==> config.mk <==
export PLATFORM = sky130hd
export DESIGN_NAME = ntm_matrix_exponentiator_function
export DESIGN_NICKNAME = d
export VERILOG_FILES = /design/src/rtl/ntm_ctrl_pkg.sv /design/src/rtl/ntm_fixed_pkg.sv /design/src/rtl/ntm_matrix_exponentiator_function.sv /design/src/rtl/ntm_vector_exponentiator_function.sv /design/src/rtl/ntm_scalar_exponentiator.sv
export VERILOG_INCLUDE_DIRS = /design/src /design/src/rtl
export SDC_FILE = /design/constraint.sdc
export NUM_CORES = 2
export LEC_CHECK = 0
export ABC_AREA = 1
export ABC_CLOCK_PERIOD_IN_PS = 7900
export CAP_MARGIN = 5
export CELL_PAD_IN_SITES_DETAIL_PLACEMENT = 2
export CELL_PAD_IN_SITES_GLOBAL_PLACEMENT = 2
export CORE_ASPECT_RATIO = 0.7
export CORE_MARGIN = 1
export CORE_UTILIZATION = 39
export DETAILED_ROUTE_END_ITERATION = 12
export DONT_BUFFER_PORTS = 1
export PLACE_DENSITY_LB_ADDON = 0.2
export SLEW_MARGIN = 10
export SYNTH_ARGS = -nofsm -noshare
export SYNTH_HDL_FRONTEND = slang
export SYNTH_HIERARCHICAL = 1
export SYNTH_SLANG_ARGS = --single-unit
export TNS_END_PERCENT = 5
==> constraint.sdc <==
create_clock -name CLK -period 7.9 [get_ports CLK]
set_clock_uncertainty 0.2 [all_clocks]
set_input_delay 0.395 -clock CLK [delete_from_list [all_inputs] [get_ports CLK]]
set_output_delay 0.395 -clock CLK [all_outputs]
set_load 0.1 [all_outputs]
==> src/rtl/ntm_macros.svh <==
////////////////////////////////////////
// NTM fixed-point exponential constants
// Word format, log2(e) scale factor,
// 2^f polynomial and saturation limits
////////////////////////////////////////

`ifndef NTM_MACROS_SVH
`define NTM_MACROS_SVH

// Word format, signed Q16.16
`define NTM_DATA_SIZE 32
`define NTM_FRAC_SIZE 16

// log2(e) in Q16.16
`define NTM_LOG2E 94548

// 2^f ~ 1 + f*(C1 + f*C2), f in [0,1)
`define NTM_POLY_C1 45426
`define NTM_POLY_C2 15837

// Integer part limits after scaling
`define NTM_EXP_INT_MAX 14
`define NTM_EXP_INT_MIN (-16)

// Scalar pipeline depth in cycles
`define NTM_SCALAR_LATENCY 4

`endif
==> src/rtl/ntm_ctrl_pkg.sv <==
////////////////////////////////////////
// NTM sequencer state encodings
// Vector row streamer and matrix walker
////////////////////////////////////////

`default_nettype none

package ntm_ctrl_pkg;

  // Vector sequencer
  // Waiting for START, then issuing a row
  typedef enum logic {
    VEC_IDLE,
    VEC_STREAM
  } vector_state_e;

  // Matrix sequencer
  // Row start waits for the I strobe, body takes J strobes
  typedef enum logic [1:0] {
    MAT_IDLE,
    MAT_ROW_START,
    MAT_ROW_BODY
  } matrix_state_e;

endpackage

`default_nettype wire

==> src/rtl/ntm_fixed_pkg.sv <==
////////////////////////////////////////
// NTM number formats
// Signed Q16.16 word and the scaled word
// seen as raw bits or as int/frac parts
////////////////////////////////////////

`default_nettype none

`include "ntm_macros.svh"

package ntm_fixed_pkg;

  ////////////////////////////////////////
  // Plain fixed-point word
  ////////////////////////////////////////

  // Signed Q16.16
  typedef logic signed [`NTM_DATA_SIZE-1:0] fixed_t;

  ////////////////////////////////////////
  // Scaled word, x * log2(e)
  ////////////////////////////////////////

  // Written as one signed word, read back as
  // integer exponent and fractional exponent
  typedef union packed {
    logic signed [`NTM_DATA_SIZE-1:0] raw;
    struct packed {
      logic signed [`NTM_DATA_SIZE-`NTM_FRAC_SIZE-1:0] int_part;
      logic        [`NTM_FRAC_SIZE-1:0]                frac;
    } parts;
  } scaled_u;

endpackage

`default_nettype wire

==> src/rtl/ntm_matrix_exponentiator_function.sv <==
////////////////////////////////////////
// NTM matrix exponentiator, top level
// Element-wise e^x of an I x J matrix,
// rows go one after another through
// the vector block
////////////////////////////////////////

`timescale 1ns/1ps
`default_nettype none

`include "ntm_macros.svh"

module ntm_matrix_exponentiator_function
  import ntm_fixed_pkg::*, ntm_ctrl_pkg::*;
(
  input  wire    CLK,
  input  wire    RST,
  input  wire    START,
  input  fixed_t SIZE_I_IN,
  input  fixed_t SIZE_J_IN,
  input  wire    DATA_IN_I_ENABLE,
  input  wire    DATA_IN_J_ENABLE,
  input  fixed_t DATA_IN,
  output logic   READY,
  output logic   DATA_OUT_ENABLE,
  output logic   DATA_OUT_I_ENABLE,
  output fixed_t DATA_OUT
);

  ////////////////////////////////////////
  // Signals
  ////////////////////////////////////////

  matrix_state_e state;

  // Matrix size, latched on START
  fixed_t size_i_q;
  fixed_t size_j_q;

  // Input side, rows issued and column within the row
  logic [`NTM_DATA_SIZE-1:0] rows_in;
  logic [`NTM_DATA_SIZE-1:0] col;
  logic [`NTM_DATA_SIZE-1:0] col_cur;
  logic                      accept_i;
  logic                      accept_j;
  logic                      elem_accept;
  logic                      row_done;

  // Output side, rows completed and row-start marker
  logic [`NTM_DATA_SIZE-1:0] rows_out;
  logic                      row_first;

  // Vector block results
  logic   v_ready;
  logic   v_out_en;
  fixed_t v_out;

  ////////////////////////////////////////
  // Input sequencing
  ////////////////////////////////////////

  // I strobe opens a row, J strobes fill it
  assign accept_i    = DATA_IN_I_ENABLE && (state == MAT_ROW_START);
  assign accept_j    = DATA_IN_J_ENABLE && (state == MAT_ROW_BODY);
  assign elem_accept = accept_i || accept_j;
  assign col_cur     = accept_i ? '0 : col;
  assign row_done    = (col_cur + 32'd1) == size_j_q;

  always_ff @(posedge CLK or posedge RST) begin
    if (RST) begin
      state    <= MAT_IDLE;
      size_i_q <= '0;
      size_j_q <= '0;
      rows_in  <= '0;
      col      <= '0;
    end else if (state == MAT_IDLE) begin
      if (START) begin
        size_i_q <= SIZE_I_IN;
        size_j_q <= SIZE_J_IN;
        rows_in  <= '0;
        col      <= '0;
        state    <= MAT_ROW_START;
      end
    end else if (elem_accept) begin
      if (row_done) begin
        col <= '0;
        // Last element of the last row ends the input side
        if ((rows_in + 32'd1) == size_i_q) begin
          state <= MAT_IDLE;
        end else begin
          rows_in <= rows_in + 32'd1;
          state   <= MAT_ROW_START;
        end
      end else begin
        col   <= col_cur + 32'd1;
        state <= MAT_ROW_BODY;
      end
    end
  end

  ////////////////////////////////////////
  // Vector block
  ////////////////////////////////////////

  ntm_vector_exponentiator_function vector_exponentiator_function (
    .CLK            (CLK),
    .RST            (RST),
    .START          (accept_i),
    .SIZE_IN        (size_j_q),
    .DATA_IN_ENABLE (elem_accept),
    .DATA_IN        (DATA_IN),
    .READY          (v_ready),
    .DATA_OUT_ENABLE(v_out_en),
    .DATA_OUT       (v_out)
  );

  ////////////////////////////////////////
  // Registered outputs
  ////////////////////////////////////////

  always_ff @(posedge CLK or posedge RST) begin
    if (RST) begin
      READY             <= 1'b0;
      DATA_OUT_ENABLE   <= 1'b0;
      DATA_OUT_I_ENABLE <= 1'b0;
      DATA_OUT          <= '0;
      rows_out          <= '0;
      row_first         <= 1'b1;
    end else begin
      DATA_OUT_ENABLE   <= v_out_en;
      DATA_OUT_I_ENABLE <= v_out_en && row_first;
      // Matrix done on the READY of the last row
      READY             <= v_ready && ((rows_out + 32'd1) == size_i_q);
      if (v_out_en) begin
        DATA_OUT <= v_out;
      end

      // Next result after a row end opens a new row
      if (v_ready) begin
        rows_out  <= rows_out + 32'd1;
        row_first <= 1'b1;
      end else if (v_out_en) begin
        row_first <= 1'b0;
      end

      // New matrix restarts the row count
      if (START && (state == MAT_IDLE)) begin
        rows_out  <= '0;
        row_first <= 1'b1;
      end
    end
  end

endmodule

`default_nettype wire

==> src/rtl/ntm_vector_exponentiator_function.sv <==
////////////////////////////////////////
// NTM vector exponentiator
// Streams one row through the scalar
// pipeline, READY marks the last result
////////////////////////////////////////

`timescale 1ns/1ps
`default_nettype none

`include "ntm_macros.svh"

module ntm_vector_exponentiator_function
  import ntm_fixed_pkg::*, ntm_ctrl_pkg::*;
(
  input  wire    CLK,
  input  wire    RST,
  input  wire    START,
  input  fixed_t SIZE_IN,
  input  wire    DATA_IN_ENABLE,
  input  fixed_t DATA_IN,
  output logic   READY,
  output logic   DATA_OUT_ENABLE,
  output fixed_t DATA_OUT
);

  ////////////////////////////////////////
  // Signals
  ////////////////////////////////////////

  vector_state_e state;

  // Row length and elements issued so far
  fixed_t                    size_q;
  logic [`NTM_DATA_SIZE-1:0] count;

  // Element acceptance
  fixed_t                    cur_size;
  logic [`NTM_DATA_SIZE-1:0] cur_count;
  logic                      accept;
  logic                      is_last;

  // Registered input
  logic   en_r;
  logic   last_r;
  fixed_t data_r;

  // Last-element tag, runs beside the scalar stages
  logic [`NTM_SCALAR_LATENCY-1:0] tag;

  ////////////////////////////////////////
  // Input side
  ////////////////////////////////////////

  // START comes with the first element
  assign cur_size  = (state == VEC_IDLE) ? SIZE_IN : size_q;
  assign cur_count = (state == VEC_IDLE) ? '0 : count;
  assign accept    = DATA_IN_ENABLE && ((state == VEC_STREAM) || START);
  assign is_last   = (cur_count + 32'd1) == cur_size;

  always_ff @(posedge CLK or posedge RST) begin
    if (RST) begin
      state  <= VEC_IDLE;
      size_q <= '0;
      count  <= '0;
      en_r   <= 1'b0;
      last_r <= 1'b0;
      tag    <= '0;
    end else begin
      en_r   <= accept;
      last_r <= accept && is_last;
      tag    <= {tag[`NTM_SCALAR_LATENCY-2:0], last_r};

      case (state)
        VEC_IDLE: begin
          if (START) begin
            size_q <= SIZE_IN;
            state  <= VEC_STREAM;
          end
        end
        VEC_STREAM: begin
          // Stays here until the row is issued
        end
      endcase

      // Count issued elements, back to idle on the last
      if (accept) begin
        if (is_last) begin
          count <= '0;
          state <= VEC_IDLE;
        end else begin
          count <= cur_count + 32'd1;
        end
      end
    end
  end

  always_ff @(posedge CLK) begin
    if (accept) begin
      data_r <= DATA_IN;
    end
  end

  ////////////////////////////////////////
  // Scalar pipeline
  ////////////////////////////////////////

  ntm_scalar_exponentiator scalar_exponentiator (
    .CLK            (CLK),
    .RST            (RST),
    .DATA_IN_ENABLE (en_r),
    .DATA_IN        (data_r),
    .DATA_OUT_ENABLE(DATA_OUT_ENABLE),
    .DATA_OUT       (DATA_OUT)
  );

  // Tag lines up with its own result
  assign READY = DATA_OUT_ENABLE && tag[`NTM_SCALAR_LATENCY-1];

endmodule

`default_nettype wire

==> src/rtl/ntm_scalar_exponentiator.sv <==
////////////////////////////////////////
// NTM scalar exponentiator
// Four-stage e^x in signed Q16.16
// e^x = 2^(x*log2e), 2^f by polynomial,
// integer part applied as a shift
////////////////////////////////////////

`timescale 1ns/1ps
`default_nettype none

`include "ntm_macros.svh"

module ntm_scalar_exponentiator
  import ntm_fixed_pkg::*;
(
  input  wire    CLK,
  input  wire    RST,
  input  wire    DATA_IN_ENABLE,
  input  fixed_t DATA_IN,
  output logic   DATA_OUT_ENABLE,
  output fixed_t DATA_OUT
);

  localparam int IW = `NTM_DATA_SIZE - `NTM_FRAC_SIZE;

  // Constants widened for the products
  localparam logic signed [2*`NTM_DATA_SIZE-1:0] LOG2E_W = `NTM_LOG2E;
  localparam logic signed [2*`NTM_DATA_SIZE-1:0] C2_W    = `NTM_POLY_C2;
  localparam fixed_t C1      = `NTM_POLY_C1;
  localparam fixed_t FIX_ONE = 32'sd1 <<< `NTM_FRAC_SIZE;
  localparam fixed_t SAT_MAX = 32'sh7fff_ffff;

  // Clamp bounds for the scaled word
  localparam logic signed [2*`NTM_DATA_SIZE-1:0] RAW_MAX = 64'sh7fff_ffff;
  localparam logic signed [2*`NTM_DATA_SIZE-1:0] RAW_MIN = -64'sh8000_0000;

  ////////////////////////////////////////
  // Signals
  ////////////////////////////////////////

  // Valid bits, one per stage
  logic v1, v2, v3;

  // Stage 1
  logic signed [2*`NTM_DATA_SIZE-1:0] prod_scale;
  logic signed [2*`NTM_DATA_SIZE-1:0] scaled_full;
  fixed_t                             scaled_sat;
  scaled_u                            s1_word;

  // Stage 2
  logic signed [2*`NTM_DATA_SIZE-1:0] prod_inner;
  logic signed [IW-1:0]               s2_int;
  logic [`NTM_FRAC_SIZE-1:0]          s2_frac;
  fixed_t                             s2_coef;

  // Stage 3
  logic signed [2*`NTM_DATA_SIZE-1:0] prod_outer;
  logic signed [IW-1:0]               s3_int;
  fixed_t                             s3_pow;

  // Stage 4
  fixed_t exp_next;

  ////////////////////////////////////////
  // Datapath arithmetic
  ////////////////////////////////////////

  // x * log2(e), floor back to Q16.16
  assign prod_scale  = DATA_IN * LOG2E_W;
  assign scaled_full = prod_scale >>> `NTM_FRAC_SIZE;

  // Keep huge inputs from wrapping the exponent
  always_comb begin
    if (scaled_full > RAW_MAX) begin
      scaled_sat = SAT_MAX;
    end else if (scaled_full < RAW_MIN) begin
      scaled_sat = RAW_MIN[`NTM_DATA_SIZE-1:0];
    end else begin
      scaled_sat = scaled_full[`NTM_DATA_SIZE-1:0];
    end
  end

  // Inner term C2*f, f is unsigned Q0.16
  assign prod_inner = C2_W * $signed({{(2*`NTM_DATA_SIZE-`NTM_FRAC_SIZE){1'b0}},
                                      s1_word.parts.frac});

  // Outer term f*(C1 + C2*f)
  assign prod_outer = $signed({{(2*`NTM_DATA_SIZE-`NTM_FRAC_SIZE){1'b0}}, s2_frac})
                      * s2_coef;

  // 2^int * 2^f, with saturation and flush
  always_comb begin
    if (s3_int > `NTM_EXP_INT_MAX) begin
      exp_next = SAT_MAX;
    end else if (s3_int < `NTM_EXP_INT_MIN) begin
      exp_next = '0;
    end else if (s3_int >= 0) begin
      exp_next = s3_pow <<< s3_int[4:0];
    end else begin
      // At most 16 places, 2^f >= 1 keeps one LSB
      exp_next = s3_pow >>> 5'(-s3_int);
    end
  end

  ////////////////////////////////////////
  // Pipeline registers
  ////////////////////////////////////////

  // Valid chain and result
  always_ff @(posedge CLK or posedge RST) begin
    if (RST) begin
      v1              <= 1'b0;
      v2              <= 1'b0;
      v3              <= 1'b0;
      DATA_OUT_ENABLE <= 1'b0;
      DATA_OUT        <= '0;
    end else begin
      v1              <= DATA_IN_ENABLE;
      v2              <= v1;
      v3              <= v2;
      DATA_OUT_ENABLE <= v3;
      if (v3) begin
        DATA_OUT <= exp_next;
      end
    end
  end

  // Stage payloads
  always_ff @(posedge CLK) begin
    s1_word.raw <= scaled_sat;
    // Parts view of the scaled word
    s2_int      <= s1_word.parts.int_part;
    s2_frac     <= s1_word.parts.frac;
    s2_coef     <= C1 + prod_inner[`NTM_FRAC_SIZE +: `NTM_DATA_SIZE];
    s3_int      <= s2_int;
    s3_pow      <= FIX_ONE + prod_outer[`NTM_FRAC_SIZE +: `NTM_DATA_SIZE];
  end

endmodule

`default_nettype wire

==> Implementation_results.wiki <==
{| class="wikitable"
! Metric !! Value
|-
| Detail Route Antenna Nets || 0
|-
| Outcome || completed
|-
| Slew margin rel. || 0.162
|-
| Most used DFF post-synth || dfrtp_1
|-
| CP Data Required Time || around 8.3 ns
|-
| Register area share after synthesis || 0.220
|-
| Highest Clock Rate || roughly 140 MHz
|-
| Setup tns final || 0 ns
|-
| Yosys top cell area share || 0.193
|-
| Top cells by area, synth || fa_1, dfrtp_1, nand2_1
|-
| Post-DR vias/cell || approximately 5.4
|-
| Core area || between 0.1 and 0.15 sq mm
|-
| Area enclosed by the die boundary || between 0.1 and 0.15 sq mm
|-
| Routed wire per std cell || approximately 23 um
|-
| WS Path Type || reg2reg
|-
| Global router's overall resource usage || 0.306
|-
| Maximum number of pins on one net before global-route repair || 78
|-
| Number of synthesized flops with an enable pin || 32
|-
| Mean instance size in the synthesized netlist || between 7 and 8 sq um
|-
| Count of endpoints failing hold in the final timing report || 0
|-
| Cells resized by post-CTS repair || 0
|-
| Detailed router's first-iteration violation count || about 2700
|-
| Fin. max-slew vios || 0
|-
| Syn Nets || between 7000 and 8000
|-
| Gp weighted congestion || 0.902
|-
| Setup Buffers After CTS || 0
|-
| Type of element launching the critical path || flop
|-
| Die boundary width || between 400 and 500 um
|-
| Vias || around 45000
|-
| Initial antenna violation count || 1
|-
| Min-Delay Path Class || in2reg
|-
| Kind of capture point of the worst setup path || flop
|-
| Share of the cycle needed by the critical path after routing || 0.914
|-
| Clock tree from TritonCTS || yes
|-
| Worst slew pin tran || 1.26 ns
|-
| Arrival time at the worst endpoint || roughly 7.6 ns
|-
| Highest fanout seen on the critical path || 16
|-
| Setup repair after global routing missed its margin || false
|-
| CTS Root Buffer Type || clkbuf_16
|-
| Clock buffer count from CTS || 53
|-
| Met2 WL post-DR || around 88000 um
|-
| Maximum level of the CTS H-tree || 2
|-
| Top layer reached by signal wires || met5
|-
| Number of clock sinks seen by CTS || between 400 and 500
|-
| Post-detailed-placement half-perimeter wirelength || 153000 um
|-
| Cell type with the largest total area after synthesis || fa_1
|-
| FP Rows || ~110
|-
| Die height || 300 um
|-
| Number of primary I/O pins || around 140
|-
| Area of the mapped netlist || between 0.04 and 0.05 sq mm
|-
| Count of input and output buffers || 0
|-
| Clock latency of the later-clocked register in the worst-skew pair || 0.68 ns
|-
| Via count of the first global-routing pass || between 50000 and 60000
|-
| #FFs+latches synth || between 400 and 500
|-
| Area Overhead vs Synth || 9.16%
|-
| 1st-pass router iterations || 5
|-
| Initial Util || 0.396
|-
| Number of unique standard cell types used by synthesis || 63
|-
| Yosys synthesis warning count || 6
|-
| Number of nets in the layout || 7679
|-
| Worst-path clk slew || ~0.07 ns
|-
| Endpoints failing setup || 0
|-
| Fraction of final layout cells with drive strength greater than 1 || 0.0501
|-
| Final routed wirelength across all metal layers || 194000 um
|-
| Max Buffers Root-to-Sink || 3
|-
| Syn Inst Count || 6644
|-
| Hold wc startpoint || DATA_IN_J_ENABLE
|-
| Length of routed wiring on met1 || just over 90000 um
|-
| Length of routed met3 wiring || approximately 10000 um
|-
| Period minus WS final || slightly above 7 ns
|-
| GR Overflow Total || 0
|-
| Max-cap violation count || 0
|-
| First-pass GRT wire length || a little over 300000 um
|-
| Fraction of registers with async set/reset || 0.678
|-
| Remaining design rule violation count || 0
|}
stage by stage:
step	hold WS (ns)	utilization	instances	cell area (sq um)	setup slack, ns
6_report	0.0522	0.432	8371	53900	0.680
5_1_grt	0.0573	0.432	8370	53900	0.490
4_1_cts	0.000120	0.432	8370	53900	0.922
3_5_place_dp	0.110	0.409	8162	51000	0.908
3_3_place_gp	0.107	0.409	8162	51000	1.22
2_1_floorplan	0.110	-	6644	49400	1.91
synth_stat cells, types with 10 or more instances:
cell,n
a21o_1,11
a21oi_1,198
a31oi_1,14
buf_2,23
buf_4,10
buf_6,13
clkbuf_1,114
dfrtp_1,304
dfxtp_1,113
edfxtp_1,32
fa_1,476
ha_1,427
inv_1,1290
inv_2,11
mux2_2,60
nand2_1,1851
nand2_2,23
nand3_1,406
nand3_2,13
nand3b_1,21
nand4_1,103
nor2_1,483
nor2_2,27
nor3_1,47
o21ai_0,233
o21ai_1,11
o22ai_1,34
or2_2,33
xnor2_1,39
xor2_1,103
cells in the final DEF (no fill, tap or decap), types with 32 or more instances in the layout:
cell type / n
nand3_1: 406
buf_4: 37
o22ai_1: 34
inv_1: 1286
nor3_1: 47
o21ai_0: 233
xor2_1: 103
clkbuf_16: 53
dlygate4sd3_1: 108
nor2_1: 480
nand2_1: 1851
dfxtp_1: 113
ha_1: 427
fa_1: 476
or2_2: 33
nand4_1: 103
mux2_2: 60
xnor2_1: 39
edfxtp_1: 32
dfrtp_1: 303
a21oi_1: 198
sequential cells by signal, summed over array words and instances, names as in the netlist, 2 cells and up, named ones only:
| name | count |
|---|---|
| col | 32 |
| size_j_q | 32 |
| vector_exponentiator_function/scalar_exponentiator/s1_word | 32 |
| vector_exponentiator_function/tag | 4 |
| DATA_OUT | 32 |
| rows_out | 32 |
| vector_exponentiator_function/scalar_exponentiator/s3_int | 16 |
| vector_exponentiator_function/scalar_exponentiator/s2_frac | 16 |
| state | 2 |
| vector_exponentiator_function/data_r | 32 |
| vector_exponentiator_function/size_q | 32 |
| vector_exponentiator_function/scalar_exponentiator/s2_coef | 15 |
| vector_exponentiator_function/scalar_exponentiator/s3_pow | 18 |
| rows_in | 32 |
| size_i_q | 32 |
| vector_exponentiator_function/scalar_exponentiator/s2_int | 16 |
| vector_exponentiator_function/count | 32 |
| vector_exponentiator_function/scalar_exponentiator/DATA_OUT | 32 |
per-layer routing:
metal / up-vias / global-route usage
met1: 23200 / 0.430
met4: 2 / 0.0863
met5: - / 0
met3: 285 / 0.0492
met2: 1042 / 0.484
li1: 20600 / -
critical path, cell delays in order (launching register included):
cell and delay [ns]:
dfxtp_1 0.84, nand2_1 0.21, fa_1 0.56, inv_1 0.07, fa_1 0.53, fa_1 0.57
inv_1 0.06, fa_1 0.53, inv_1 0.06, fa_1 0.50, fa_1 0.51, ha_1 0.42
nand2_1 0.14, nor4_1 1.03, nand4_1 0.39, nand3_1 0.26, a21oi_1 0.10, xnor2_1 0.13
final timing paths:
kind / endpoint / slack (ns) / cells past startpoint
setup / recovery: flop / 0.68 / 17
hold / removal: vector_exponentiator_function/state / 0.05 / 4
setup reg to reg: flop / 0.68 / 17
hold reg to reg: flop / 0.11 / 0
max in group asynchronous: rows_in[26] / 5.89 / 3
min in group asynchronous: vector_exponentiator_function/count[23] / 0.19 / 2
logic make-up (layout without fill, tap and decap cells):
logic type / Yosys count / count (layout) / synth area share
buf+inv: 1477 / 1553 / 0.116
flops: 450 / 450 / 0.220
other cells: 0 / 1 / 0
xor+xnor: 148 / 148 / 0.0274
compound gates: 555 / 555 / 0.0612
simple gates: 3044 / 3044 / 0.259
mux: 67 / 67 / 0.0151
fa+ha+maj: 903 / 903 / 0.301
final cells by class:
type                       instances  area [sq um]
antenna                            1          2.50
sequential                       450         10900
tap                             1650          2060
fill                           14500         70800
clock buffer                      70          1500
inverter                        1308          4920
timing repair buffer             145          1360
clock inverter                    30           384
multi-input combinational       4717         32800
repair_timing:
item	CTS	global route
hold buffers	108	0
endpoints found under the setup margin	0	0
hold endpoints to repair	229	0
Power is left out: the tool's default activity adds up to more than one toggle a clock period on the data nets, which glitch-free logic cannot reach.
